===== src/verilog/lc_cfg.svh =====
`ifndef LC_CFG_SVH
`define LC_CFG_SVH

////////////////////
// Sample format
////////////////////

// Width of one I or Q component
`define LC_DATA_W 16

////////////////////
// Chain addressing
////////////////////

// Destination address carried in every packet
`define LC_DEST_W 8

////////////////////
// Sample memory
////////////////////

// Address width and depth of the single-port memory
`define LC_SAMPLE_AW 10
`define LC_DEPTH 1024

`endif


===== src/verilog/lc_sample_pkg.sv =====
`include "lc_cfg.svh"

package lc_sample_pkg;

	////////////////////
	// Data types
	////////////////////

	// Complex sample, I in the upper half
	typedef struct packed {
		logic [`LC_DATA_W-1:0] i;
		logic [`LC_DATA_W-1:0] q;
	} sample_t;

	// Word address into the sample memory
	typedef logic [`LC_SAMPLE_AW-1:0] sample_addr_t;

	// Target controller address
	typedef logic [`LC_DEST_W-1:0] dest_t;

	////////////////////
	// Packet
	////////////////////

	// Destination on top, sample below
	typedef struct packed {
		dest_t   dest;
		sample_t sample;
	} packet_t;

endpackage


===== src/verilog/packet_former.sv =====
`timescale 1ns/1ps

module packet_former (
	input  logic                   CLK,
	input  logic                   rst_n,
	input  logic                   rd_issued,
	input  logic                   rd_first,
	input  lc_sample_pkg::sample_t rd_data,
	input  lc_sample_pkg::dest_t   dest_address,
	output lc_sample_pkg::packet_t packet_out,
	output logic                   packet_valid,
	output logic                   boundary_next
);

	////////////////////
	// Tag alignment
	////////////////////

	logic iss_q;
	logic first_q;

	// Memory read takes one cycle, tags follow it
	always_ff @(posedge CLK or negedge rst_n) begin
		if (!rst_n) begin
			iss_q   <= 1'b0;
			first_q <= 1'b0;
		end else begin
			iss_q   <= rd_issued;
			first_q <= rd_first;
		end
	end

	////////////////////
	// Output register
	////////////////////

	// Zero packet when the slot is empty
	always_ff @(posedge CLK or negedge rst_n) begin
		if (!rst_n) begin
			packet_out    <= '0;
			packet_valid  <= 1'b0;
			boundary_next <= 1'b0;
		end else begin
			packet_valid  <= iss_q;
			boundary_next <= iss_q && first_q;
			if (iss_q) begin
				packet_out.dest   <= dest_address;
				packet_out.sample <= rd_data;
			end else begin
				packet_out <= '0;
			end
		end
	end

endmodule


===== config.mk =====
export PLATFORM = sky130hd
export DESIGN_NAME = packet_former
export DESIGN_NICKNAME = d
export VERILOG_FILES = /design/src/verilog/lc_sample_pkg.sv /design/src/verilog/packet_former.sv
export VERILOG_INCLUDE_DIRS = /design/src /design/src/verilog
export SDC_FILE = /design/constraint.sdc
export NUM_CORES = 1
export LEC_CHECK = 0
export ABC_AREA = 1
export BUFFER_PORTS_ARGS = -buffer_cell sky130_fd_sc_hd__buf_2
export CORE_MARGIN = 2
export CORE_UTILIZATION = 46
export DETAILED_ROUTE_END_ITERATION = 12
export HOLD_SLACK_MARGIN = 0.08
export PLACE_DENSITY = 0.83
export REMOVE_ABC_BUFFERS = 1
export SLEW_MARGIN = 5
export SYNTH_ARGS = -nofsm -noshare
export SYNTH_HDL_FRONTEND = slang
export SYNTH_SLANG_ARGS = --single-unit

===== constraint.sdc =====
create_clock -name CLK -period 2 [get_ports CLK]
set_input_delay 0.3 -clock CLK [delete_from_list [all_inputs] [get_ports CLK]]
set_output_delay 0.3 -clock CLK [all_outputs]
set_load 0.02 [all_outputs]

==> reports/qor.yml <==
outcome:
  status: "complete, no violations"
synth:
  synth_top_area_share_pct: 73.3
  yosys.area.top_type: "dfrtp_1"
  synthCells: 131
  yosysUniqueCellTypes: 7
  syn_avg_cell_area_um2: 11.5
  ys_seq_area_share_pct: 73.3
  synthArstFlopShare_pct: 100
  synthTopCellsByCount: "44 x dfrtp_1, 40 x inv_1, 30 x nand2_1"
  yosysMostFrequentCell: "dfrtp_1"
  yosys-top-cells-area: "dfrtp_1 73%, inv_1 10%, nand2_1 7.5%"
  synth_warnings: 0
  synth_area_mm2: 0.00150
  ys_seq_elements: 44
  synth_flop_cell: "dfrtp_1"
  synth_edf_count: 0
worst_setup_path:
  crit_chain: "buf_2"
  slowest_stage: "dfrtp_1"
  crit_fanout: 1
  cp_data_required_time_ps: 1700
  start_kind: "flip-flop"
  crit_type: "reg -> out"
  cpPeakStageDelay_ps: 400
  cp.arrival_ps: 910
  cp_top_family: "flip-flops"
  critical_path_buf_inv_count: 1
  worstSetupEndpointType: "primary output"
floorplanning:
  die_w_um: 61.1
  rows: 20
  initial_core_util_pct: 48.8
  die_y_um: 61.1
  die_area_mm2: 0.00374
  fp.coreArea_mm2: 0.00308
  io_pins: 86
sta:
  min_period_over_period_pct: 60.5
  period_needed_ps: 1210
  rsz0062_at_grt: "no"
  finalSetupTns_ps: 0
  hold_viol: 0
  tightest_slew_ps: 406
  report.final.slew_viol_count: 0
  skew_ps: 6.19
  max_freq_mhz: 827
  finalSetupViolCount: 0
  relSlewSlack_pct: 72.9
power_and_ir_drop:
  powerDensity_mw_per_mm2: 842
  ir_drop_mv: 0.591
  p_leak_nw: 1.42
drt:
  ant_nets: 0
  firstDrtPassIters: 4
  wire_per_inst_um: 10.2
  vias_per_cell: 4.04
  drt_wl_total_mm: 2.72
  via_count: 1082
  drt_iter0_drc: 21
  drcViolationCount: 0
global_routing:
  first_global_vias: 1036
  antenna_found_initial: 0
  grt_pass1_wl_mm: 4.25
  grt.total_usage_pct: 16.5
  grt_max_degree: 32
  grt-ovfl-total: 0
placed_design:
  placed_cell_area_mm2: 0.00194
  port-buffer-count: 85
  place_inst: 257
  dpl.hpwl_mm: 2.07
  finalWeightedCongestion: 0.681
cts:
  cts-buffers-inserted: 5
  ctsResizeCount: 0
  insertion_delay_ps: 350
  cts_max_level: 2
  postCtsSetupBuffers: 0
  hold_buffers: 3
  path_clk_slew_ps: 130
  cts_tree: "built"
  cts.path.max_buffers: 2
  root_buffer: "clkbuf_4"
  cts_sinks: 44
cells_and_area:
  layout-drive-gt1-share_pct: 47.8
  ff_latch_area_mm2: 0.00110
  final_area_mm2: 0.00206
  utilization_pct: 67.1
  multi_input_area_um2: 181
  stdcell_count: 268
  antenna_cells: 0
  n_fill_cell: 244
  layout.nets: 267
  area_delta_synth_final_pct: 37.5
flow_run:
  max_cap_violations: 0
hold_path:
  hp-class: "in -> reg"
## cell families after synthesis
family | share of synthesized area, %
buffers and inverters | 14.6
and+or+nand+nor | 12.1
DFF | 73.3
## flip-flops by register name, summed over array words and instances (netlist names)
name / count
boundary_next: 1
first_q: 1
iss_q: 1
packet_out: 40
packet_valid: 1
## through the flow
step,setup WS (ps),total power [mW],hold WS (ps)
after detailed placement,971,1.18,244
after floorplan,733,1.06,4.41
after CTS,771,1.76,106
after global routing,743,1.82,98.7
after global placement,1020,1.17,240
final,790,1.74,119
## final timing paths
kind / startpoint / end / slack (ps) / cells after the start
worst max-delay path: packet_out[19] / packet_out[19] / 790 / 1
worst min-delay path: rd_data[14] / packet_out[14] / 120 / 3
worst max register to register: iss_q / packet_out[23] / 950 / 3
worst min register to register: first_q / boundary_next / 470 / 2
max in group asynchronous: rst_n / packet_valid / 950 / 3
min in group asynchronous: rst_n / packet_out[0] / 390 / 2
## power by group
group / switching [mW] / internal (mW) / leakage (nW)
Clock: 0.276 / 0.300 / 0.0484
Combinational: 0.132 / 0.0835 / 0.808
Sequential: 0.0138 / 0.933 / 0.563
## cell type report
type | instances | area share (%)
inverter | 41 | 7.45
clock buffer | 6 | 2.48
multi-input combinational | 41 | 8.79
tap | 44 | 2.67
timing repair buffer | 90 | 23.4
clock inverter | 2 | 1.88
sequential | 44 | 53.3
## layout by cell type (no fill, tap or decap), drive strengths merged
cell type	count
buf	87
bufinv	1
clkbuf	6
clkinv	1
dfrtp	44
dlygate4sd3	3
inv	41
nand2	41
## routing by layer
metal  up-vias  part of all wire [%]  track usage [%]  routed length [um]
met5         -                     0                0                   0
met4         0                   2.7             7.14                  73
met3         9                    11             9.87                 298
met2        53                    51             27.8                1390
met1       490                    35             16.2                 957
li1        530                     -                -                   -
Power figures use the tool's default switching activity.
