<file path="config.mk">
export PLATFORM = sky130hd
export DESIGN_NAME = tap_config
export DESIGN_NICKNAME = d
export VERILOG_FILES = /design/src/verilog/lc_sample_pkg.sv /design/src/verilog/tap_config.sv
export VERILOG_INCLUDE_DIRS = /design/src /design/src/verilog
export SDC_FILE = /design/constraint.sdc
export NUM_CORES = 1
export LEC_CHECK = 0
export BUFFER_PORTS_ARGS = -buffer_cell sky130_fd_sc_hd__buf_2
export CAP_MARGIN = 20
export CORE_ASPECT_RATIO = 0.7
export CORE_MARGIN = 4
export CORE_UTILIZATION = 38
export CTS_CLUSTER_DIAMETER = 100
export DETAILED_ROUTE_END_ITERATION = 16
export PLACE_DENSITY = 0.74
export SLEW_MARGIN = 40
export SYNTH_ARGS = -nofsm -noshare
export SYNTH_HDL_FRONTEND = slang
export SYNTH_SLANG_ARGS = --single-unit
</file>
<file path="constraint.sdc">
create_clock -name CLK -period 0.8 [get_ports CLK]
set_input_delay 0.16 -clock CLK [delete_from_list [all_inputs] [get_ports CLK]]
set_output_delay 0.16 -clock CLK [all_outputs]
set_load 0.01 [all_outputs]
</file>
<file path="src/verilog/lc_cfg.svh">
`ifndef LC_CFG_SVH
`define LC_CFG_SVH

////////////////////
// Sample format
////////////////////

// Width of one I or Q component
`define LC_DATA_W 16

////////////////////
// Chain addressing
////////////////////

// Destination address carried in every packet
`define LC_DEST_W 8

////////////////////
// Sample memory
////////////////////

// Address width and depth of the single-port memory
`define LC_SAMPLE_AW 10
`define LC_DEPTH 1024

`endif

</file>
<file path="src/verilog/lc_sample_pkg.sv">
`include "lc_cfg.svh"

package lc_sample_pkg;

	////////////////////
	// Data types
	////////////////////

	// Complex sample, I in the upper half
	typedef struct packed {
		logic [`LC_DATA_W-1:0] i;
		logic [`LC_DATA_W-1:0] q;
	} sample_t;

	// Word address into the sample memory
	typedef logic [`LC_SAMPLE_AW-1:0] sample_addr_t;

	// Target controller address
	typedef logic [`LC_DEST_W-1:0] dest_t;

	////////////////////
	// Packet
	////////////////////

	// Destination on top, sample below
	typedef struct packed {
		dest_t   dest;
		sample_t sample;
	} packet_t;

endpackage

</file>
<file path="src/verilog/tap_config.sv">
`timescale 1ns/1ps

module tap_config (
	input  logic                       CLK,
	input  logic                       rst_n,
	input  logic                       init,
	input  logic                       from_glob_controller_valid,
	input  lc_sample_pkg::sample_addr_t from_glob_controller_delay,
	input  lc_sample_pkg::dest_t        from_glob_dest_addr,
	input  lc_sample_pkg::dest_t        prev_dest_address,
	output lc_sample_pkg::sample_addr_t tap_delay,
	output lc_sample_pkg::dest_t        dest_address,
	output logic                       cfg_loaded
);

	////////////////////
	// Accept decision
	////////////////////

	logic dest_clash;
	logic cfg_accept;

	// Two controllers in the chain must not share a destination
	assign dest_clash = (from_glob_dest_addr == prev_dest_address);

	// Only inside the init window, and only a valid, clean request
	assign cfg_accept = init && from_glob_controller_valid && !dest_clash;

	////////////////////
	// Config registers
	////////////////////

	// A rejected request leaves the old tap in force
	always_ff @(posedge CLK or negedge rst_n) begin
		if (!rst_n) begin
			tap_delay    <= '0;
			dest_address <= '0;
		end else if (cfg_accept) begin
			tap_delay    <= from_glob_controller_delay;
			dest_address <= from_glob_dest_addr;
		end
	end

	// One-cycle strobe, lines up with the new values
	always_ff @(posedge CLK or negedge rst_n) begin
		if (!rst_n) begin
			cfg_loaded <= 1'b0;
		end else begin
			cfg_loaded <= cfg_accept;
		end
	end

endmodule

</file>
==> results of run 1 <==
==> kinds of logic (layout without fill, tap and decap cells) <==
family	Yosys count	in the layout
flops	19	19
simple gates	3	3
xor+xnor	8	8
mux	18	18
buf+inv	1	63
compound gates	1	1
==> through the flow <==
stage	instances	instance area, um^2	util, %	power [mW]
4_1_cts	141	1360	68.4	2.40
2_1_floorplan	50	847	-	1.50
3_3_place_gp	130	1130	56.8	1.76
6_report	142	1400	70.5	2.40
3_5_place_dp	130	1130	56.8	1.77
5_1_grt	142	1400	70.5	2.56
==> final cells by class <==
| cell class | count | area [um^2] | area share, % |
|---|---|---|---|
| timing repair buffer | 59 | 418 | 29.9 |
| tap | 30 | 37.5 | 2.68 |
| multi-input combinational | 30 | 440 | 31.5 |
| sequential | 19 | 475 | 34.0 |
| clock inverter | 1 | 5.00 | 0.358 |
| clock buffer | 3 | 22.5 | 1.61 |
==> registers in the layout (all words and copies together) (netlist names) <==
register      flops
cfg_loaded        1
dest_address      8
tap_delay        10
==> synthesized netlist by cell type, drive strengths merged <==
master and count:
dfrtp 19, nor4 2, nand2 1, xor2 8, mux2 18, a21oi 1
buf 1
==> cells in the final DEF, fill, tap and decap left out <==
| cell | n |
|---|---|
| clkbuf_4 | 3 |
| buf_2 | 40 |
| nand2_1 | 1 |
| buf_6 | 8 |
| nor4_4 | 2 |
| mux2_4 | 9 |
| a21oi_4 | 1 |
| clkinv_2 | 1 |
| buf_12 | 2 |
| xor2_4 | 1 |
| dlygate4sd3_1 | 1 |
| xor2_2 | 7 |
| clkbuf_16 | 1 |
| buf_4 | 7 |
| mux2_2 | 9 |
| dfrtp_1 | 19 |
==> layer usage <==
metal	vias to the layer above	share of wire (%)	GRT usage (%)
met5	-	0	0
li1	296	-	-
met1	293	43	18.3
met4	0	0	1.26
met2	30	49	25.0
met3	0	8.0	5.87
==> power by group through the flow <==
stage               Clock [mW]  Combinational (mW)  Sequential (mW)
global route             0.539               0.828             1.20
CTS                      0.499               0.730             1.17
finish                   0.464               0.766             1.17
floorplan                    0               0.247             1.26
global placement             0               0.581             1.18
detailed placement           0               0.589             1.19
==> worst max-delay path by stage <==
stage	from	endpoint	slack (ns)	cells after the start
3_3_place_gp	prev_dest_address[1]	dest_address[2]$_DFFE_PN0P_	-0.87	5
4_1_cts	from_glob_dest_addr[4]	dest_address[4]$_DFFE_PN0P_	-0.39	6
2_1_floorplan	prev_dest_address[6]	dest_address[3]$_DFFE_PN0P_	-0.62	5
3_5_place_dp	prev_dest_address[1]	tap_delay[8]$_DFFE_PN0P_	-0.87	5
5_1_grt	from_glob_dest_addr[6]	tap_delay[3]$_DFFE_PN0P_	-0.42	6
6_report	from_glob_dest_addr[6]	dest_address[4]$_DFFE_PN0P_	-0.40	6
==> worst max-delay path: stages <==
cell and delay [ns]:
buf_6 0.10, xor2_2 0.17, nor4_4 0.34, a21oi_4 0.14, buf_12 0.17, mux2_4 0.30
==> repair_timing <==
item	4_1_cts	5_1_grt
pin swaps	5	4
hold endpoints to repair	19	0
setup buffers	5	1
hold buffers	1	0
setup endpoints to repair	38	38
gates cloned	1	0
resized for setup	15	8
==> parameters.txt, run 1 <==
Parameter                              Value

Worst hold path
  Endpoint, Worst Hold ... tap_delay[7]$_DFFE_PN0P_
  Critical hold path startpoint ... from_glob_controller_delay[7]
  Type of the tightest min-delay check ... in2reg
  Worst hold path cell count ... 2

Timing
  Max Slew Vio Count ... 0
  Setup Viol. Count Final ... 38
  Time the final worst path needs with I/O delays and setup ... 1.20 ns
  Post-route setup TNS ... -10.38 ns
  Setup repair after global routing missed its margin ... true
  Minimum hold slack ... 0.0941 ns
  Max-slew headroom at the worst pin ... 72.7%
  Post-Route Skew ... 0 ns
  Final worst-path setup slack ... -0.405 ns
  Maximum clock frequency ... 830 MHz
  Transition at the pin with the smallest max-transition slack ... 0.410 ns
  Crit share post-route ... 151%
  Final Hold Vio Count ... 0

Logic synthesis
  Top-area cell type share of the netlist area ... 56.1%
  Multiplexer share of the synthesized area ... 27.9%
  Post-Synthesis Cells ... 50
  Post-synthesis sequential element count ... 19
  Share of synthesized cell area in full adder, half adder and majority cells ... 0%
  Register area share after synthesis ... 56.1%
  Syn avg cell area ... 16.9 um^2
  Largest family of logic cells by synthesized area ... multiplexers
  Library cell occupying the most area in the post-synthesis netlist ... dfrtp_1
  Synth top area cells ... dfrtp_1 56%, mux2_4 16%, mux2_2 12%, xor2_1 8.3%, nor4_2 3.0%
  Synth unique cells ... 8
  Area share of and/or/nand/nor cells after synthesis ... 3.40%
  Count of synthesis-stage warnings from yosys ... 0
  Cell area after technology mapping ... 847 um^2
  Fraction of the mapped netlist area in compound gates ... 1.92%
  Synth Net Count ... 80
  Synthesized-area fraction occupied by xor and xnor cells ... 8.27%

Clocking
  Count of H-tree levels built during CTS ... 1
  Root Buffer Master ... clkbuf_4
  CTS buffer count ... 3
  Source-to-sink clock delay at the later pin of the worst-skew pair ... 0.29 ns
  Clock transition at path regs ... 0.10 ns
  CTS sink cnt ... 19
  TritonCTS clock tree ... built
  Longest Clk Path Bufs ... 2

Final layout
  Final-layout fill cell count ... 148
  Share of layout cells above drive strength 1 ... 81.3%
  Number of antenna diodes ... 0
  Net total in the final layout ... 143
  Area Overhead vs Synth ... 65.1%

Outcome
  Violations in the final reports ... setup timing
  Run status ... complete, but fails checks

Power
  Share of power burned in the clock network ... 19.3%
  Leakage ... 0.675 nW
  Combinational share of power ... 31.9%
  Pwr per Cell Area ... 1720 mW/mm^2
  Proportion of total power due to net switching ... 27.7%
  Pint ... 1.74 mW
  Net switching component of the power ... 0.666 mW
  Max IR drop VDD ... 1.25 mV
  Portion of total power attributed to sequential cells ... 48.8%

Critical path
  Worst EP required ... 0.98 ns
  Critical register-to-register path endpoint ... dest_address[4]$_DFFE_PN0P_
  WS Path Type ... in2reg
  Largest fanout of any net on the critical path ... 8
  Endpoint class of the critical path ... flop
  Reg2reg setup slack ... -0.10 ns
  Worst Reg-to-Reg Cells ... 2
  Launching element type of the critical path ... input port
  Source of the worst register-to-register timing path ... dest_address[4]$_DFFE_PN0P_
  Arrival time of the worst setup path ... 1.39 ns

Die
  Chip Width ... 64.4 um
  Number of top-level design ports ... 49
  Core area ... 0.00198 mm^2
  Number of rows created at floorplan ... 13
  Die area ... 0.00306 mm^2
  Effective utilization at floorplan ... 42.7%
  Vertical die dimension ... 47.5 um

Placement
  Pre-CTS setup slack ... -0.873 ns
  HPWL after detailed placement ... 1.31 mm
  Buffers added on ports ... 48
  Final weighted congestion in routability-driven placement ... 0.702

Route
  Count of routing violations after the opening detailed-route iteration ... 10
  Post-route antenna net violation count ... 0
  Detailed-route DRC error count ... 0
  Total length of routed wires ... 2.01 mm
  WL/cell ... 14.1 um
  Ratio of routed vias to standard cells ... 4.36
  First-pass iteration count of the detailed router ... 3
  Vias post-DR ... 619

Global routing
  Total overflow reported by the global router ... 0
  Global-route wire length before repair ... 3.25 mm
  Largest net degree at the start of global routing ... 20
  Vias in the first global route ... 697
  Initial antenna violation count ... 0
  Overall routing resource usage ... 14.5%

Run
  Reported max-cap violation count ... 0
(Power assumes the default switching activity.)
==> run 2: changes to the inputs <==
--- a/config.mk
+++ b/config.mk
@@ -6,7 +6,7 @@
 export SDC_FILE = /design/constraint.sdc
 export NUM_CORES = 1
 export LEC_CHECK = 0
-export BUFFER_PORTS_ARGS = -buffer_cell sky130_fd_sc_hd__buf_2
+export BUFFER_PORTS_ARGS = -buffer_cell sky130_fd_sc_hd__clkbuf_2
 export CAP_MARGIN = 20
 export CORE_ASPECT_RATIO = 0.7
 export CORE_MARGIN = 4
==> run 2 against run 1 <==
  * The run still ends with setup timing left
  * Design area rose by 0.36%
  * Sequential power barely moved
  * Clock power fell by 1%
  * Maximum frequency rose by 0.28%
  * Sequential share of layout area fell by 0.12 points
  * Hold slack improved by 0.0014 ns
  * Setup slack improved by 0.0034 ns
  * Clock skew did not move
  * Largest cell class unchanged
  * Largest power group unchanged
  * Highest routed layer unchanged
==> parameters.txt, run 2 (synthesis results as in run 1) <==
Parameter                              Value

Die
  Chip Width ... 64.4 um
  Effective utilization at floorplan ... 42.7%
  Number of top-level design ports ... 49
  Core area ... 0.00198 mm^2
  Vertical die dimension ... 47.5 um
  Die area ... 0.00306 mm^2
  Number of rows created at floorplan ... 13

Critical path
  Source of the worst register-to-register timing path ... dest_address[4]$_DFFE_PN0P_
  Largest fanout of any net on the critical path ... 5
  Launching element type of the critical path ... input port
  Arrival time of the worst setup path ... 1.38 ns
  Endpoint class of the critical path ... flop
  Worst setup path startpoint ... prev_dest_address[0]
  WS Path Type ... in2reg
  Worst EP required ... 0.98 ns

Final layout
  Leading cell types in the layout, fill and taps excluded ... 44 x clkbuf_2, 19 x dfrtp_1, 10 x buf_4
  Area Overhead vs Synth ... 65.7%
  Net total in the final layout ... 146
  Final-layout fill cell count ... 151
  Sequential cell area ... 475 um^2
  Post-layout utilization of the core ... 70.7%
  Commonest non-fill, non-tap cell in the layout ... clkbuf_2
  Flip-flop count of the largest register after layout ... 10
  Largest Register ... tap_delay
  Share of layout cells above drive strength 1 ... 80.9%
  Final cell count without fillers ... 145
  Number of antenna diodes ... 0
  Area of the multi-input gates ... 440 um^2
  Top flop regs ... tap_delay x10, dest_address x8, cfg_loaded x1

Run
  Reported max-cap violation count ... 0

Placement
  Buffers added on ports ... 48
  HPWL after detailed placement ... 1.37 mm
  Dpl cells ... 131
  Final weighted congestion in routability-driven placement ... 0.660

Route
  Ratio of routed vias to standard cells ... 4.29
  First-pass iteration count of the detailed router ... 2
  Vias post-DR ... 622
  Detailed-route DRC error count ... 0
  Count of routing violations after the opening detailed-route iteration ... 16
  Total length of routed wires ... 2.02 mm
  WL/cell ... 13.9 um
  Post-route antenna net violation count ... 0

Timing
  Final worst-path setup slack ... -0.401 ns
  Setup repair after global routing missed its margin ... true
  Max-slew headroom at the worst pin ... 69.5%
  Post-route setup TNS ... -10.18 ns
  Minimum hold slack ... 0.0954 ns
  Crit share post-route ... 150%
  Transition at the pin with the smallest max-transition slack ... 0.458 ns
  Time the final worst path needs with I/O delays and setup ... 1.20 ns
  Setup Viol. Count Final ... 38
  Max Slew Vio Count ... 0
  Post-Route Skew ... 0 ns
  Final Hold Vio Count ... 0
  Maximum clock frequency ... 832 MHz

Clocking
  Source-to-sink clock delay at the later pin of the worst-skew pair ... 0.28 ns
  CTS buffer count ... 3
  TritonCTS clock tree ... built
  Root Buffer Master ... clkbuf_4
  Clock transition at path regs ... 0.10 ns
  Count of H-tree levels built during CTS ... 1
  Longest Clk Path Bufs ... 2
  CTS sink cnt ... 19

Power
  Leakage ... 0.690 nW
  Post-route total power ... 2.41 mW
  Pwr per Cell Area ... 1710 mW/mm^2
  Max IR drop VDD ... 1.59 mV

Outcome
  Violations in the final reports ... setup timing
  Run status ... complete, but fails checks

Global routing
  Largest net degree at the start of global routing ... 20
  Vias in the first global route ... 647
  Overall routing resource usage ... 12.9%
  Global-route wire length before repair ... 2.90 mm
  Total overflow reported by the global router ... 0
  Initial antenna violation count ... 0

Worst hold path
  Critical hold path startpoint ... from_glob_controller_delay[5]
  Type of the tightest min-delay check ... in2reg
[run 2: changes by cell type in the layout (fill, tap and decap cells not counted), sizes merged]
cell | previous run | this run
buf | 57 | 15
clkbuf | 4 | 50
clkinv | 1 | 0
[run 2: timing repair]
item                                    4_1_cts  5_1_grt
gates resized for setup                       0       21
buffers inserted                              7        0
cloned                                        0        2
hold buffers                                  1        0
pin swaps                                     2        4
endpoints found under the hold margin        19        0
endpoints found under the setup margin       38       38
[run 2: cell type report]
type                       instances  share of cell area, %
clock buffer                       4                   1.87
sequential                        19                   33.9
multi-input combinational         30                   31.4
timing repair buffer              62                   30.2
tap                               30                   2.67
[run 2: worst paths after layout]
check | to | slack, ns | depth (start not counted)
worst max-delay path | tap_delay[0]$_DFFE_PN0P_ | -0.40 | 6
worst min-delay path | tap_delay[5]$_DFFE_PN0P_ | 0.1 | 2
worst max register to register | dest_address[4]$_DFFE_PN0P_ | -0.12 | 2
worst min register to register | tap_delay[8]$_DFFE_PN0P_ | 0.52 | 1
max in group asynchronous | dest_address[3]$_DFFE_PN0P_ | 0.13 | 2
min in group asynchronous | tap_delay[8]$_DFFE_PN0P_ | 0.36 | 2
[run 2: power by group]
part           switching, mW  internal [mW]  total (mW)
combinational          0.318          0.457       0.775
sequential            0.0725           1.10        1.17
clock                  0.265          0.194       0.458
total                  0.656           1.75        2.41
[run 2: stage by stage]
step                      worst slack, ns  cell area [um^2]
final                              -0.401              1400
after global placement             -0.853              1130
after global routing               -0.418              1400
after floorplan                    -0.615               847
after detailed placement           -0.898              1130
after CTS                          -0.439              1240
[run 2: metal layers]
metal / up-vias / global-route usage, % / routed length, um
met4: 0 / 1.26 / 0
met5: - / 0 / 0
met1: 292 / 14.2 / 867
met3: 0 / 5.63 / 142
met2: 32 / 24.6 / 1010
li1: 298 / - / -
[run 2: worst max-delay path, cell delays in order]
cell	delay, ns
buf_6	0.10
xor2_2	0.17
nor4_4	0.33
a21oi_4	0.14
clkbuf_16	0.19
mux2_4	0.29
==> run 3: changes to the inputs <==
--- a/config.mk
+++ b/config.mk
@@ -13,7 +13,7 @@
 export CORE_UTILIZATION = 38
 export CTS_CLUSTER_DIAMETER = 100
 export DETAILED_ROUTE_END_ITERATION = 16
-export PLACE_DENSITY = 0.74
+export PLACE_DENSITY_LB_ADDON = 0.15
 export SLEW_MARGIN = 40
 export SYNTH_ARGS = -nofsm -noshare
 export SYNTH_HDL_FRONTEND = slang
==> constraint.sdc (replaced) <==
create_clock -name CLK -period 0.8 [get_ports CLK]
set_input_delay 0.08 -clock CLK [delete_from_list [all_inputs] [get_ports CLK]]
set_output_delay 0.08 -clock CLK [all_outputs]
set_load 0.01 [all_outputs]
==> run 3 against run 2 <==
  * The run still ends with setup timing left
  * Non-clock buffer count increased by 5
  * Clock skew unchanged
  * Critical path depth increased by 1
  * Sequential cell count unchanged
  * Routed wire length increased by 3.5%
  * Total power decreased by 0.29%
  * Largest cell class unchanged
==> parameters.txt, run 3 (synthesis results as in run 1) <==
Parameter                              Value

Outcome
  Run status ... complete, but fails checks
  Violations in the final reports ... setup timing

Final layout
  Leading cell types in the layout, fill and taps excluded ... 46 x clkbuf_2, 19 x dfrtp_1, 14 x buf_4
  Commonest non-fill, non-tap cell in the layout ... clkbuf_2
  Post-layout utilization of the core ... 70.1%
  Area Overhead vs Synth ... 64.3%
  Share of layout cells above drive strength 1 ... 80.2%
  Net total in the final layout ... 152
  Largest Register ... tap_delay
  Top flop regs ... tap_delay x10, dest_address x8, cfg_loaded x1
  Number of antenna diodes ... 0
  Flip-flop count of the largest register after layout ... 10

Power
  Leakage ... 0.701 nW
  Proportion of total power due to net switching ... 27.7%
  Max IR drop VDD ... 0.966 mV
  Post-route total power ... 2.40 mW
  Pwr per Cell Area ... 1720 mW/mm^2
  Share of power burned in the clock network ... 18.9%
  Combinational share of power ... 32.1%
  Pint ... 1.73 mW
  Net switching component of the power ... 0.665 mW
  Portion of total power attributed to sequential cells ... 49.0%

Timing
  Time the final worst path needs with I/O delays and setup ... 1.14 ns
  Final worst-path setup slack ... -0.344 ns
  Crit share post-route ... 143%
  Setup repair after global routing missed its margin ... true
  Final Hold Vio Count ... 0
  Maximum clock frequency ... 874 MHz
  Transition at the pin with the smallest max-transition slack ... 0.462 ns
  Max-slew headroom at the worst pin ... 69.2%
  Post-route setup TNS ... -7.51 ns
  Minimum hold slack ... 0.0209 ns
  Setup Viol. Count Final ... 38
  Post-Route Skew ... 0 ns
  Max Slew Vio Count ... 0

Placement
  Final weighted congestion in routability-driven placement ... 0.722
  Buffers added on ports ... 48
  Pre-CTS setup slack ... -0.810 ns
  HPWL after detailed placement ... 1.47 mm

Die
  Chip Width ... 64.4 um
  Vertical die dimension ... 47.5 um
  Core area ... 0.00198 mm^2
  Number of rows created at floorplan ... 13
  Number of top-level design ports ... 49
  Die area ... 0.00306 mm^2
  Effective utilization at floorplan ... 42.7%

Route
  Count of routing violations after the opening detailed-route iteration ... 13
  Detailed-route DRC error count ... 0
  Ratio of routed vias to standard cells ... 4.34
  Post-route antenna net violation count ... 0
  Total length of routed wires ... 2.09 mm
  Vias post-DR ... 655
  First-pass iteration count of the detailed router ... 2
  WL/cell ... 13.9 um

Critical path
  Arrival time of the worst setup path ... 1.32 ns
  Source of the worst register-to-register timing path ... dest_address[5]$_DFFE_PN0P_
  Max stage delay cell, worst path ... mux2_4
  Endpoint class of the critical path ... flop
  Critical register-to-register path endpoint ... dest_address[5]$_DFFE_PN0P_
  Largest fanout of any net on the critical path ... 10
  Reg2reg setup slack ... -0.10 ns
  Worst path cell trace ... buf_6, xor2_2, nor4_4, buf_4, a21oi_4, buf_12, mux2_4
  Worst Reg-to-Reg Cells ... 2
  WS Path Type ... in2reg
  Worst EP required ... 0.97 ns
  Launching element type of the critical path ... input port
  Worst setup path startpoint ... prev_dest_address[0]
  Largest stage delay, worst path ... 0.29 ns

Worst hold path
  Endpoint, Worst Hold ... tap_delay[6]$_DFFE_PN0P_
  Critical hold path startpoint ... from_glob_controller_delay[6]
  Type of the tightest min-delay check ... in2reg
  Worst hold path cell count ... 2

Global routing
  Largest net degree at the start of global routing ... 20
  Global-route wire length before repair ... 3.26 mm
  Vias in the first global route ... 667
  Overall routing resource usage ... 14.5%
  Total overflow reported by the global router ... 0
  Initial antenna violation count ... 0

Clocking
  Longest Clk Path Bufs ... 2
  Count of H-tree levels built during CTS ... 1
  TritonCTS clock tree ... built
  CTS buffer count ... 3
  Source-to-sink clock delay at the later pin of the worst-skew pair ... 0.29 ns
  Root Buffer Master ... clkbuf_4
  CTS sink cnt ... 19
  Clock transition at path regs ... 0.09 ns

Run
  Reported max-cap violation count ... 0
[run 3: area by class of cell]
class                   count  area [um^2]
fillers                   153          593
flip-flops and latches     19          475
multi-input cells          31          430
repair buffers             67          420
well taps                  30         37.5
clock buffers               3         22.5
clock inverters             1         5.00
[run 3: through the flow]
| step | cell area, um^2 | instances |
|---|---|---|
| after floorplan | 847 | 50 |
| after global placement | 1150 | 133 |
| after detailed placement | 1150 | 133 |
| after CTS | 1320 | 146 |
| after global routing | 1390 | 151 |
| final | 1390 | 151 |
[run 3: timing repair]
item,CTS,global route
hold endpoints to repair,19,1
hold buffers,1,1
endpoints found under the setup margin,38,38
gates cloned,1,0
gates resized for setup,9,6
pin swaps,4,4
buffers inserted,7,5
[run 3: worst max-delay path, delay by kind of cell]
kind / cells / cell delay [ns]
AND/OR/NAND/NOR: 1 / 0.27
AO/OA/AOI/OAI: 1 / 0.06
XOR/XNOR: 1 / 0.18
multiplexers: 1 / 0.29
buffers and inverters: 3 / 0.44
[run 3: how the worst max path moves through the flow]
stage | cells after the start | slack (ns) | end
4_1_cts | 7 | -0.33 | tap_delay[4]$_DFFE_PN0P_
5_1_grt | 7 | -0.38 | tap_delay[2]$_DFFE_PN0P_
6_report | 7 | -0.34 | tap_delay[4]$_DFFE_PN0P_
3_5_place_dp | 5 | -0.81 | dest_address[2]$_DFFE_PN0P_
2_1_floorplan | 5 | -0.54 | dest_address[3]$_DFFE_PN0P_
3_3_place_gp | 5 | -0.80 | dest_address[2]$_DFFE_PN0P_
[run 3: per-layer routing]
| layer | GRT usage (%) | share of wire [%] | vias up |
|---|---|---|---|
| met4 | 1.26 | 0 | 0 |
| met1 | 17.1 | 41 | 317 |
| met2 | 26.4 | 51 | 23 |
| met3 | 6.34 | 7.8 | 0 |
| met5 | 0 | 0 | - |
| li1 | - | - | 315 |
[run 3: power groups by stage]
stage / sequential, mW / clock (mW) / combinational (mW)
global placement: 1.19 / 0 / 0.594
detailed placement: 1.19 / 0 / 0.606
finish: 1.17 / 0.454 / 0.770
global route: 1.19 / 0.527 / 0.831
floorplan: 1.26 / 0 / 0.247
CTS: 1.18 / 0.481 / 0.711
