`config.mk`:
```
export PLATFORM = sky130hd
export DESIGN_NAME = tap_reader
export DESIGN_NICKNAME = d
export VERILOG_FILES = /design/src/verilog/lc_sample_pkg.sv /design/src/verilog/lc_ctrl_pkg.sv /design/src/verilog/tap_reader.sv
export VERILOG_INCLUDE_DIRS = /design/src /design/src/verilog
export SDC_FILE = /design/constraint.sdc
export NUM_CORES = 1
export LEC_CHECK = 0
export ABC_AREA = 0
export BUFFER_PORTS_ARGS = -buffer_cell sky130_fd_sc_hd__buf_2
export CAP_MARGIN = 5
export CORE_MARGIN = 5
export CORE_UTILIZATION = 45
export DETAILED_ROUTE_END_ITERATION = 7
export HOLD_SLACK_MARGIN = 0.03
export PLACE_DENSITY = 0.74
export REMOVE_ABC_BUFFERS = 1
export SETUP_SLACK_MARGIN = 0.5
export SLEW_MARGIN = 20
export SYNTH_ARGS = -nofsm -noshare
export SYNTH_HDL_FRONTEND = slang
export SYNTH_SLANG_ARGS = --single-unit
export TNS_END_PERCENT = 50
```
`constraint.sdc`:
```
create_clock -name CLK -period 2.7 [get_ports CLK]
set_clock_uncertainty 0.05 [all_clocks]
set_input_delay 0.135 -clock CLK [delete_from_list [all_inputs] [get_ports CLK]]
set_output_delay 0.135 -clock CLK [all_outputs]
set_load 0.01 [all_outputs]
```
`src/verilog/lc_cfg.svh`:
```
`ifndef LC_CFG_SVH
`define LC_CFG_SVH

////////////////////
// Sample format
////////////////////

// Width of one I or Q component
`define LC_DATA_W 16

////////////////////
// Chain addressing
////////////////////

// Destination address carried in every packet
`define LC_DEST_W 8

////////////////////
// Sample memory
////////////////////

// Address width and depth of the single-port memory
`define LC_SAMPLE_AW 10
`define LC_DEPTH 1024

`endif

```
`src/verilog/lc_sample_pkg.sv`:
```
`include "lc_cfg.svh"

package lc_sample_pkg;

	////////////////////
	// Data types
	////////////////////

	// Complex sample, I in the upper half
	typedef struct packed {
		logic [`LC_DATA_W-1:0] i;
		logic [`LC_DATA_W-1:0] q;
	} sample_t;

	// Word address into the sample memory
	typedef logic [`LC_SAMPLE_AW-1:0] sample_addr_t;

	// Target controller address
	typedef logic [`LC_DEST_W-1:0] dest_t;

	////////////////////
	// Packet
	////////////////////

	// Destination on top, sample below
	typedef struct packed {
		dest_t   dest;
		sample_t sample;
	} packet_t;

endpackage

```
`src/verilog/lc_ctrl_pkg.sv`:
```
package lc_ctrl_pkg;

	// Tap life cycle
	typedef enum logic [1:0] {
		TAP_IDLE  = 2'd0,
		TAP_ARMED = 2'd1,
		TAP_RUN   = 2'd2
	} tap_state_e;

	// What the memory port does this cycle
	typedef enum logic [1:0] {
		MEM_NOP   = 2'd0,
		MEM_WRITE = 2'd1,
		MEM_READ  = 2'd2
	} mem_op_e;

endpackage

```
`src/verilog/tap_reader.sv`:
```
`timescale 1ns/1ps

`include "lc_cfg.svh"

module tap_reader (
	input  logic                        CLK,
	input  logic                        rst_n,
	input  logic                        cfg_loaded,
	input  lc_sample_pkg::sample_addr_t tap_delay,
	input  logic                        input_boundary_flag,
	input  logic                        ceb,
	input  logic                        web,
	input  logic                        write_flag,
	input  lc_sample_pkg::sample_addr_t ext_sample_address,
	output lc_ctrl_pkg::mem_op_e        mem_op,
	output lc_sample_pkg::sample_addr_t rd_address,
	output logic                        rd_first,
	output logic                        rd_issued
);

	lc_ctrl_pkg::tap_state_e     state;
	lc_sample_pkg::sample_addr_t ptr;
	lc_sample_pkg::sample_addr_t issue_addr;
	lc_sample_pkg::sample_addr_t next_addr;
	logic                        first_pend;
	logic                        wr_req;
	logic                        boundary_go;

	////////////////////
	// Port arbitration
	////////////////////

	// ceb and web active low, write_flag active high
	assign wr_req = !ceb && !web && write_flag;

	assign boundary_go = input_boundary_flag &&
		(state == lc_ctrl_pkg::TAP_ARMED || state == lc_ctrl_pkg::TAP_RUN);

	// Frame start reads the delay directly, same cycle
	assign issue_addr = boundary_go ? tap_delay : ptr;

	// Wrap at the end of the frame memory
	assign next_addr = (issue_addr == lc_sample_pkg::sample_addr_t'(`LC_DEPTH - 1)) ?
		'0 : issue_addr + 1'b1;

	// Write wins the port, read stalls
	assign rd_issued = !wr_req && (boundary_go || state == lc_ctrl_pkg::TAP_RUN);
	// first_pend covers a boundary that landed on a write
	assign rd_first  = rd_issued && (boundary_go || first_pend);

	always_comb begin
		if (wr_req) begin
			mem_op     = lc_ctrl_pkg::MEM_WRITE;
			rd_address = ext_sample_address;
		end else begin
			mem_op     = rd_issued ? lc_ctrl_pkg::MEM_READ : lc_ctrl_pkg::MEM_NOP;
			rd_address = issue_addr;
		end
	end

	////////////////////
	// Tap state, frame pointer
	////////////////////

	always_ff @(posedge CLK or negedge rst_n) begin
		if (!rst_n) begin
			state      <= lc_ctrl_pkg::TAP_IDLE;
			ptr        <= '0;
			first_pend <= 1'b0;
		end else if (cfg_loaded) begin
			// New tap, wait for the next boundary
			state      <= lc_ctrl_pkg::TAP_ARMED;
			first_pend <= 1'b0;
		end else if (boundary_go) begin
			state <= lc_ctrl_pkg::TAP_RUN;
			if (wr_req) begin
				ptr        <= tap_delay;
				first_pend <= 1'b1;
			end else begin
				ptr        <= next_addr;
				first_pend <= 1'b0;
			end
		end else if (rd_issued) begin
			ptr        <= next_addr;
			first_pend <= 1'b0;
		end
	end

endmodule

```
==> impl.org, run 1 <==
** STA
- The max-slew violation total from the final report came to 0.
- Final-report hold violation count :: 0
- Worst Max-Slew Pin Slew :: 447 ps
- Post-layout minimum cycle time :: 2340 ps
- Static timing analysis puts the maximum clock frequency at 0.428 GHz.
- Share of the clock period used by the worst path after layout :: 86.6%
- Relative max-transition margin :: 70.1%
- Setup violations remaining at the end of the flow were counted as 0.
- Setup repair after global routing missed its margin :: true
- Adding up every negative setup slack in the final design gives 0 ps.

** Yosys
- Top-area cell type share of the netlist area :: 26.5%
- The share of the Yosys chip area taken by registers is 26.5%.
- Averaged over all synthesized cells, the footprint is 7.82 um^2.
- Post-synthesis async set-or-reset flop share :: 100%
- After synthesis, the cell types taking the most area are dfrtp_1 (27%), nor2_1 (8.3%), nand2_1 (7.6%), mux2i_1 (6.5%), a21oi_1 (4.1%).
- Summed over all instances, the cell type with the most area after synthesis is dfrtp_1.
- Post-synth EDFFs :: 0
- Summing every instance area after synthesis gives 1230 um^2.
- Count of state elements after synthesis :: 13
- Number of standard cells after synthesis :: 157
- Total number of yosys warnings :: 0
- In this run, distinct cell masters in the synthesized netlist total 36.
- For this run, the leading register cell type out of synthesis is dfrtp_1.

** Place
- Input and output buffers added on the ports amount to 40.
- The wire-length estimate of the detail-placed layout is 2.59 mm.
- The congestion estimate from routability-driven global placement came to 0.866.

** Cells and area
- Area added between synthesis and finish :: 36.7%
- Diode count :: 0
- Share of the core filled with cells :: 62.5%
- Final net count :: 241
- Share of post-route cells with drive strength above 1 :: 37.4%

** CTS
- TritonCTS built the clock tree.
- Num Clock Sinks :: 13
- Root buf cell :: clkbuf_4
- Number of H-tree levels :: 1
- The clock reaches the later pin of the worst-skew pair after 290 ps.
- Counting along the longest clock path gives a buffer depth of 2.
- TritonCTS Buffers :: 3
- After clock tree synthesis, the clock-pin slew on the worst setup and hold paths is 90 ps.

** Power
- Summed over all cells, the static leakage comes to 0.781 nW.
- Maximum VDD drop :: 0.000544 V
- Power spread over the standard cell area amounts to 806 nW/um^2.

** Run status
- Outcome :: completed

** Global routing
- Maximum number of pins on one net before global-route repair :: 16
- The initial antenna violation count was 0.
- Global router's overall resource usage :: 19.1%
- The number of global-route vias before repair is 1382.
- First-pass GRT wire length :: 6.22 mm
- Summed over all layers, the global routing overflow is 0.

** Routing
- Once detail routing completed, the nets flagged for antenna violations numbered 0.
- Routed len/inst :: 17.1 um
- Total detailed-routing wirelength :: 4.14 mm
- The detailed router placed 1459 vias in this run.
- Violation count after the first detailed-route iteration :: 91
- Mean number of vias per cell :: 6.03
- For this run, the detailed router's first-pass iteration total came to 5.
- In the routed design, unresolved DRC markers number 0.

** Floorplan
- Measured along the y axis, the die boundary spans 62.2 um.
- Once the floorplan was initialized, standard cells occupied 45.7% of the core.
- The die covers 3870 um^2.
- 41 I/O pins were placed.
- The core region is 2690 um^2.
- Die width :: 62.2 um
- Total number of placement rows :: 19

** Critical path
- Setup CP Type :: flop to flop
- Category of the worst setup path launch point :: flop
- Largest fanout of any net on the critical path :: 7
- Critical path data arrival time :: 2530 ps
- For the worst setup path, the data required time is 2890 ps.
- The worst setup path is captured at a flop.

** Run
- Reported max-cap violation count :: 0

** Hold path
- The path class of the tightest hold or removal check is primary input to flop.
-- timing repair --
item / 4_1_cts / 5_1_grt
pin swaps: 4 / 8
hold endpoints to repair: 13 / 0
hold buffers: 1 / 0
gates resized for setup: 9 / 7
endpoints found under the setup margin: 10 / 13
buffers inserted: 10 / 5
-- sequential cells by signal, indices dropped and copies added (netlist names) --
signal,cells
first_pend,1
ptr,10
state,2
-- metrics by stage --
| stage | setup slack (ps) | hold WS (ps) | cells | power, mW | area [um^2] |
|---|---|---|---|---|---|
| floorplan | 327 | -211 | 146 | 0.817 | 1170 |
| global placement | 319 | -1.13 | 222 | 0.999 | 1440 |
| detailed placement | 230 | 7.15 | 222 | 1.01 | 1440 |
| CTS | 478 | 72.1 | 237 | 1.23 | 1590 |
| global route | 296 | 76.8 | 242 | 1.44 | 1680 |
| finish | 362 | 71.4 | 242 | 1.35 | 1680 |
-- power breakdown --
part	internal (mW)	total [mW]	switching (mW)
sequential	0.269	0.351	0.0824
clock	0.0576	0.135	0.0771
combinational	0.427	0.866	0.439
total	0.753	1.35	0.599
-- cells in the final DEF, fill, tap and decap left out, types with 2 or more instances in the layout --
master    count
buf_2        40
nor2_1       27
nand2_1      24
buf_4        16
dfrtp_1      13
a21oi_1       9
mux2i_1       6
o21ai_0       6
nand3_1       6
xnor2_1       5
o211ai_1      5
inv_1         4
a31oi_1       4
mux2i_4       4
o21a_1        4
and3_1        3
clkbuf_4      3
nor3_1        2
o221a_2       2
o32a_1        2
nand2b_1      2
buf_12        2
-- per-layer routing --
| layer | up-vias | GRT usage [%] | routed length (um) |
|---|---|---|---|
| met5 | - | 0 | 0 |
| met4 | 0 | 11.7 | 173 |
| met3 | 21 | 2.52 | 270 |
| met2 | 83 | 32.6 | 2080 |
| met1 | 693 | 22.3 | 1620 |
| li1 | 662 | - | - |
-- critical path: stages (launching register included) --
cell and delay, ps:
dfrtp_1 390, ha_1 300, nand2b_4 200, mux2_4 350, ha_4 190, o2111ai_4 120
o22ai_4 150, buf_12 160, o211ai_1 210, o21a_1 160
-- Yosys cell counts (4+ instances only) --
cell type,instances
nor2_1,27
inv_1,4
o211ai_1,5
clkbuf_1,4
o21a_1,4
nand3_1,6
and3_1,4
xnor2_1,5
mux2i_1,8
a21oi_1,10
o21ai_0,6
nand2_1,25
dfrtp_1,13
buf_2,4
a31oi_1,4
-- worst paths after layout --
kind                       slack, ps  depth (start not counted)          from          to
hold reg to reg                  460                          1      state[0]    state[0]
min in group asynchronous        210                          2         rst_n      ptr[9]
hold / removal                    70                          3  tap_delay[0]      ptr[0]
setup reg to reg                 360                          9      state[1]      ptr[5]
setup / recovery                 360                          9      state[1]      ptr[5]
max in group asynchronous       2150                          2         rst_n  first_pend
-- cell families after synthesis --
kind of cell,Yosys count,synth area share [%]
AO/OA/AOI/OAI,38,23.3
XOR/XNOR,6,4.28
adder cells (fa/ha/maj),2,2.04
buffers and inverters,15,6.22
flip-flops,13,26.5
multiplexers,11,11.4
AND/OR/NAND/NOR,72,26.2
-- final cells by class --
| cell class | instances | area, um^2 |
|---|---|---|
| Timing Repair Buffer | 61 | 397 |
| Tap cell | 31 | 38.8 |
| Sequential cell | 13 | 325 |
| Multi-Input combinational cell | 129 | 876 |
| Fill cell | 229 | 1010 |
| Clock buffer | 4 | 26.3 |
| Inverter | 4 | 15.0 |
No activity file was read; power rests on OpenSTA's default activity.
==> run 2: changes to the inputs <==
ABC_CLOCK_PERIOD_IN_PS = 2800   (was unset)
CORE_UTILIZATION = 54   (was 45)
HOLD_SLACK_MARGIN = 0.08   (was 0.03)
PLACE_DENSITY = 0.84   (was 0.74)
clock period = 2.8 ns   (was 2.7 ns; I/O delays follow)
==> impl.org, run 2 (synthesis results as in run 1) <==
** Cells and area
- Register with the most flip-flops :: ptr (unchanged)
- Commonest non-fill, non-tap cell in the layout :: buf_2 (unchanged)
- Most used cells in the layout excluding fill and tap cells: buf_2 (40), nor2_1 (27), nand2_1 (24) (unchanged).
- The final core area utilization came to 73.1% (was 62.5%).
- The flip-flop count of the largest register, all copies and words added came to 10 (unchanged).
- Diode count :: 0 (unchanged)
- The final non-filler cell area is 1600 um^2 (was 1680 um^2).
- Top Registers :: ptr x10, state x2, first_pend x1 (unchanged)
- Area added between synthesis and finish :: 30.5% (was 36.7%)
- Number of cells in the finished layout apart from fillers :: 234 (was 242)
- Final net count :: 236 (was 241)
- The filler cell count in the final layout came to 171 (was 229).
- The share of layout cells above drive strength 1 came to 35.9% (was 37.4%).

** Global routing
- First-pass GRT wire length :: 5.53 mm (was 6.22 mm)
- Global router's overall resource usage :: 20.9% (was 19.1%)
- The number of global-route vias before repair came to 1296 (was 1382).
- The pin count of the biggest net entering global routing is 16 (unchanged).
- Total congestion overflow after global routing :: 0 (unchanged)
- Number of antenna violations at the first check in global routing :: 0 (unchanged)

** Power
- Share of total power in the clock network :: 9.9% (was 10.0%)
- The largest vdd supply drop came to 0.000562 V (was 0.000544 V).
- The internal cell power is 0.679 mW (was 0.753 mW).
- The final total power came to 1.22 mW (was 1.35 mW).
- The static leakage power is 0.752 nW (was 0.781 nW).
- Power density cells :: 760 nW/um^2 (was 806 nW/um^2)
- The relative contribution of sequential cells to total power is 27.9% (was 26.0%).
- The combinational power share came to 62.2% (was 64.1%).
- Power spent charging and discharging nets :: 0.538 mW (was 0.599 mW)
- The share of total power consumed by net switching came to 44.2% (was 44.3%).

** STA
- The highest achievable clock rate is 0.433 GHz (was 0.428 GHz).
- PnR worst setup slack :: 490 ps (was 362 ps)
- Final-report hold violation count :: 0 (unchanged)
- The setup total negative slack is 0 ps (unchanged).
- Worst Max-Slew Pin Slew :: 564 ps (was 447 ps)
- Setup repair after global routing missed its margin :: true (unchanged)
- Post-layout minimum cycle time :: 2310 ps (was 2340 ps)
- The minimum hold slack came to 84.7 ps (was 71.4 ps).
- Number of max-slew violations in the final report :: 0 (unchanged)
- The final clock period utilization by the worst path is 82.5% (was 86.6%).
- The count of endpoints failing setup in the final report came to 0 (unchanged).
- Relative max-transition margin :: 62.4% (was 70.1%)

** Floorplan
- The I/O pin total was 41 (unchanged).
- The area inside the core boundary is 2190 um^2 (was 2690 um^2).
- The die area is 3330 um^2 (was 3870 um^2).
- Die Y :: 57.7 um (was 62.2 um)
- Total number of placement rows :: 17 (was 19)
- Initial core utilization :: 56.0% (was 45.7%)
- The width of the chip was 57.7 um (was 62.2 um).

** Routing
- Violation count after the first detailed-route iteration :: 75 (was 91)
- The via total after detailed routing came to 1406 (was 1459).
- Routed len/inst :: 16.0 um (was 17.1 um)
- The vias per cell came to 6.01 (was 6.03).
- The number of search-and-repair iterations in the first detailed-routing pass is 4 (was 5).
- Total detailed-routing wirelength :: 3.75 mm (was 4.14 mm)
- Number of nets with antenna violations after detailed routing :: 0 (unchanged)
- The DRC violations left was 0 (unchanged).

** Place
- The routability congestion estimate from global placement is 0.899 (was 0.866).
- The total instance count after detailed placement was 218 (was 222).
- Port Buf Inserts :: 40 (unchanged)
- Placed Area :: 1430 um^2 (was 1440 um^2)
- Worst slack at placement :: 275 ps (was 230 ps)
- The post-DP HPWL was 2.45 mm (was 2.59 mm).

** CTS
- Buffer levels on the longest clock path :: 2 (unchanged)
- The post-CTS clock slew at the launch and capture registers of the worst setup and hold paths is 90 ps (about the same).
- The library cell used as clock root buffer is clkbuf_4 (unchanged).
- The count of clock tree sinks is 13 (unchanged).
- The total number of H-tree levels is 1 (unchanged).
- The number of CTS-inserted buffers is 3 (unchanged).
- The source-to-sink clock delay at the later pin of the worst-skew pair is 280 ps (was 290 ps).
- The TritonCTS clock tree was built (unchanged).

** Critical path
- WP data required :: 2930 ps (was 2890 ps)
- Setup CP Type :: flop to flop (unchanged)
- The startpoint type of the worst setup path is a flop (unchanged).
- Critical path data arrival time :: 2440 ps (was 2530 ps)
- Largest fanout of any net on the critical path :: 7 (unchanged)
- The type of element capturing the critical path is a flop (unchanged).

** Run status
- Outcome :: completed (unchanged)

** Run
- The max-capacitance violation count came to 0 (unchanged).

** Hold path
- Classification of the worst-slack hold path :: primary input to flop (unchanged)
-- run 2: final timing paths --
| check | start | endpoint | slack [ps] | cells past startpoint |
|---|---|---|---|---|
| hold reg to reg | state[0] | state[0] | 450 | 1 |
| max in group asynchronous | rst_n | state[0] | 2240 | 2 |
| hold / removal | tap_delay[0] | ptr[0] | 80 | 3 |
| min in group asynchronous | rst_n | ptr[0] | 220 | 2 |
| setup reg to reg | state[1] | ptr[0] | 490 | 8 |
| setup / recovery | state[1] | ptr[0] | 490 | 8 |
-- run 2: area by class of cell --
cell class	count	area [um^2]	share of cell area, %
Timing Repair Buffer	56	338	21.1
Tap cell	28	35.0	2.19
Sequential cell	13	325	20.3
Clock buffer	4	26.3	1.64
Multi-Input combinational cell	129	862	53.8
Inverter	4	15.0	0.937
-- run 2: critical path, stage by stage (launching register included) --
cell	delay, ps
dfrtp_1	390
ha_1	320
nand2b_4	200
mux2_4	340
ha_4	180
o2111ai_4	130
o22ai_4	160
buf_4	180
o311ai_1	270
-- run 2: repair_timing --
action                                 CTS  global route
endpoints found under the hold margin   13             0
gates cloned                             0             0
hold buffers                             1             0
pin swaps                                1             4
buffers inserted                         4             7
setup endpoints to repair                9             8
resized for setup                        3             9
-- run 2: per-layer routing --
| metal | part of all wire, % | global-route usage (%) | vias to the layer above |
|---|---|---|---|
| met5 | 0 | 0 | - |
| met4 | 3.5 | 9.93 | 0 |
| met1 | 38 | 26.0 | 659 |
| met3 | 8.5 | 1.78 | 18 |
| met2 | 50 | 36.1 | 76 |
| li1 | - | - | 653 |
-- run 2: power groups by stage --
stage | Combinational, mW | Sequential, mW | Clock [mW]
2_1_floorplan | 0.477 | 0.311 | 0
3_3_place_gp | 0.630 | 0.331 | 0
3_5_place_dp | 0.643 | 0.332 | 0
4_1_cts | 0.677 | 0.328 | 0.123
5_1_grt | 0.825 | 0.345 | 0.129
6_report | 0.757 | 0.339 | 0.121
==> run 3: changes to the inputs <==
ABC_CLOCK_PERIOD_IN_PS = 2300   (was 2800)
CORE_UTILIZATION = 50   (was 54)
PLACE_DENSITY = 0.78   (was 0.84)
clock period = 2.3 ns   (was 2.8 ns; I/O delays follow)
==> impl.org, run 3 (synthesis results as in run 1) <==
** Run status
- Outcome: completed (unchanged).

** Critical path
- Crit Reg-Reg Startpoint :: state[0] (was state[1])
- CP Cell Sequence :: inv_1 -> ha_1 -> nand2b_4 -> mux2_4 -> ha_4 -> o2111ai_4 -> o22ai_4 -> buf_4 -> o211ai_1 -> o21a_1 (was ha_1 -> nand2b_4 -> mux2_4 -> ha_4 -> o2111ai_4 -> o22ai_4 -> buf_4 -> o311ai_1)
- Largest fanout of any net on the critical path :: 7 (unchanged)
- R2r endpoint :: ptr[5] (was ptr[0])
- The type of element capturing the critical path is a flop (unchanged).
- Setup CP Type :: flop to flop (unchanged)
- The largest delay contributor family on the critical path was compound AO/OA/AOI/OAI gates (unchanged).
- The slack of the worst reg-to-reg path was 80 ps (was 490 ps).
- Category of the worst setup path launch point :: flop (unchanged)
- The arrival time of the worst setup path is 2400 ps (was 2440 ps).
- The number of buffers and inverters on the critical path came to 2 (was 1).
- Biggest cell delay along the critical path :: 360 ps (was 390 ps)
- WP data required :: 2480 ps (was 2930 ps)
- The cell count along the critical path came to 10 (was 8).
- Count of cells along the worst register-to-register path :: 10 (was 8)
- The slowest stage cell on the critical path is dfrtp_1 (unchanged).

** CTS
- Number of H-tree levels :: 1 (unchanged)
- The library cell used as clock root buffer is clkbuf_4 (unchanged).
- The source-to-sink clock delay at the later pin of the worst-skew pair was 290 ps (was 280 ps).
- The post-CTS clock slew at the launch and capture registers of the worst setup and hold paths came to 90 ps (about the same).
- The number of CTS-inserted buffers is 3 (unchanged).
- The clock tree buffer depth is 2 (unchanged).
- The count of clock tree sinks is 13 (unchanged).
- The TritonCTS clock tree was built (unchanged).

** STA
- Peak clock frequency supported by timing :: 0.450 GHz (was 0.433 GHz)
- Post-route setup TNS :: 0 ps (unchanged)
- Share of the clock period used by the worst path after layout :: 96.6% (was 82.5%)
- Setup repair after global routing missed its margin :: true (unchanged)
- Count of endpoints failing setup in the final report :: 0 (unchanged)
- Relative max-transition margin :: 75.3% (was 62.4%)
- The max-slew violation total from the final report came to 0 (unchanged).
- Final-layout worst hold slack :: 133 ps (was 84.7 ps)
- The slew of the pin with the lowest slew margin was 369 ps (was 564 ps).
- Final-report hold violation count :: 0 (unchanged)
- PnR worst setup slack :: 77.9 ps (was 490 ps)
- The minimum clock period after layout is 2220 ps (was 2310 ps).

** Routing
- The vias per cell came to 5.75 (was 6.01).
- The remaining antenna violation count after routing was 0 (unchanged).
- DRC violations left :: 0 (unchanged)
- Detailed-routing iteration count for the pre-antenna-repair pass :: 4 (unchanged)
- Violation count after the first detailed-route iteration :: 55 (was 75)
- The via total after detailed routing was 1398 (was 1406).
- Routed len/inst :: 15.7 um (was 16.0 um)
- Total detailed-routing wirelength :: 3.81 mm (was 3.75 mm)

** Cells and area
- The final non-filler cell area is 1700 um^2 (was 1600 um^2).
- Share of the core filled with cells :: 70.7% (was 73.1%)
- Final-layout fill cell count :: 190 (was 171)
- The register with the most flip-flops is ptr (unchanged).
- Top Registers :: ptr x10, state x2, first_pend x1 (unchanged)
- Number of cells in the finished layout apart from fillers :: 243 (was 234)
- The most common cell after layout, fill and taps aside was buf_2 (unchanged).
- Diode count :: 0 (unchanged)
- The flip-flop count of the largest register, all copies and words added is 10 (unchanged).
- Most used cells in the layout excluding fill and tap cells :: buf_2 (40), nor2_1 (26), nand2_1 (23) (was buf_2 (40), nor2_1 (27), nand2_1 (24))
- Share of post-route cells with drive strength above 1 :: 39.9% (was 35.9%)
- The layout overhead on the synthesized area was 38.7% (was 30.5%).
- The final layout net count came to 243 (was 236).

** Global routing
- Maximum number of pins on one net before global-route repair :: 19 (was 16)
- First-pass GRT wire length :: 6.04 mm (was 5.53 mm)
- Number of antenna violations at the first check in global routing :: 0 (unchanged)
- The global-route usage over all layers was 22.7% (was 20.9%).
- The overall overflow remaining after global route was 0 (unchanged).
- Via count of the first global-routing pass :: 1358 (was 1296)

** Floorplan
- The width of the chip is 59.5 um (was 57.7 um).
- The die area is 3550 um^2 (was 3330 um^2).
- The die height came to 59.5 um (was 57.7 um).
- The number of placement rows came to 18 (was 17).
- Core Footprint :: 2410 um^2 (was 2190 um^2)
- The I/O pin total came to 41 (unchanged).
- The starting density of the core was 50.9% (was 56.0%).

** Hold path
- The cell depth of the worst min-delay path is 2 (was 3).
- Min-Delay Startpoint :: cfg_loaded (was tap_delay[0])
- The class of the worst hold path is primary input to flop (unchanged).
- The hold path endpoint was state[1] (was ptr[0]).

** Place
- Placed insts :: 228 (was 218)
- The post-DP HPWL is 2.70 mm (was 2.45 mm).
- The routability congestion estimate from global placement came to 0.898 (was 0.899).
- The post-detailed-placement cell area is 1490 um^2 (was 1430 um^2).
- The count of buffers from port buffering came to 40 (unchanged).
- The pre-CTS worst setup slack is -14.2 ps (was 275 ps).

** Power
- Power density cells :: 927 nW/um^2 (was 760 nW/um^2)
- The static leakage power came to 0.788 nW (was 0.752 nW).
- Total power :: 1.58 mW (was 1.22 mW)
- Maximum VDD drop :: 0.000613 V (was 0.000562 V)

** Run
- Reported max-cap violation count :: 0 (unchanged)
## run 3: changes by cell type in the layout (fill, tap and decap cells not counted), sizes merged
| cell | previous run | this run |
|---|---|---|
| buf | 55 | 61 |
| dlygate4sd3 | 1 | 2 |
## run 3: cell type report
type	instances	area, um^2	share of cell area, %
flip-flops and latches	13	325	19.1
clock buffers	4	26.3	1.54
well taps	30	37.5	2.20
multi-input cells	129	898	52.8
inverters	4	15.0	0.882
repair buffers	63	400	23.5
## run 3: power breakdown
part           switching (mW)  internal, mW
clock network          0.0847        0.0676
registers               0.105         0.315
logic                   0.490         0.516
## run 3: repair_timing
action	CTS	global route
hold buffers	2	0
pin swaps	8	3
endpoints found under the setup margin	23	24
gates resized for setup	13	9
hold endpoints to repair	14	0
buffers inserted	6	3
## run 3: worst max-delay path by stage
stage,to,startpoint
after CTS,ptr[7],state[1]
after detailed placement,ptr[7],state[0]
after global placement,ptr[3],state[0]
after global routing,ptr[3],state[0]
after floorplan,ptr[3],state[0]
final,ptr[5],state[0]
## run 3: per-layer routing
metal	vias up	track usage (%)	wire [um]
li1	665	-	-
met1	657	26.5	1540
met2	63	39.6	1920
met3	13	4.36	272
met4	0	10.1	70
met5	-	0	0
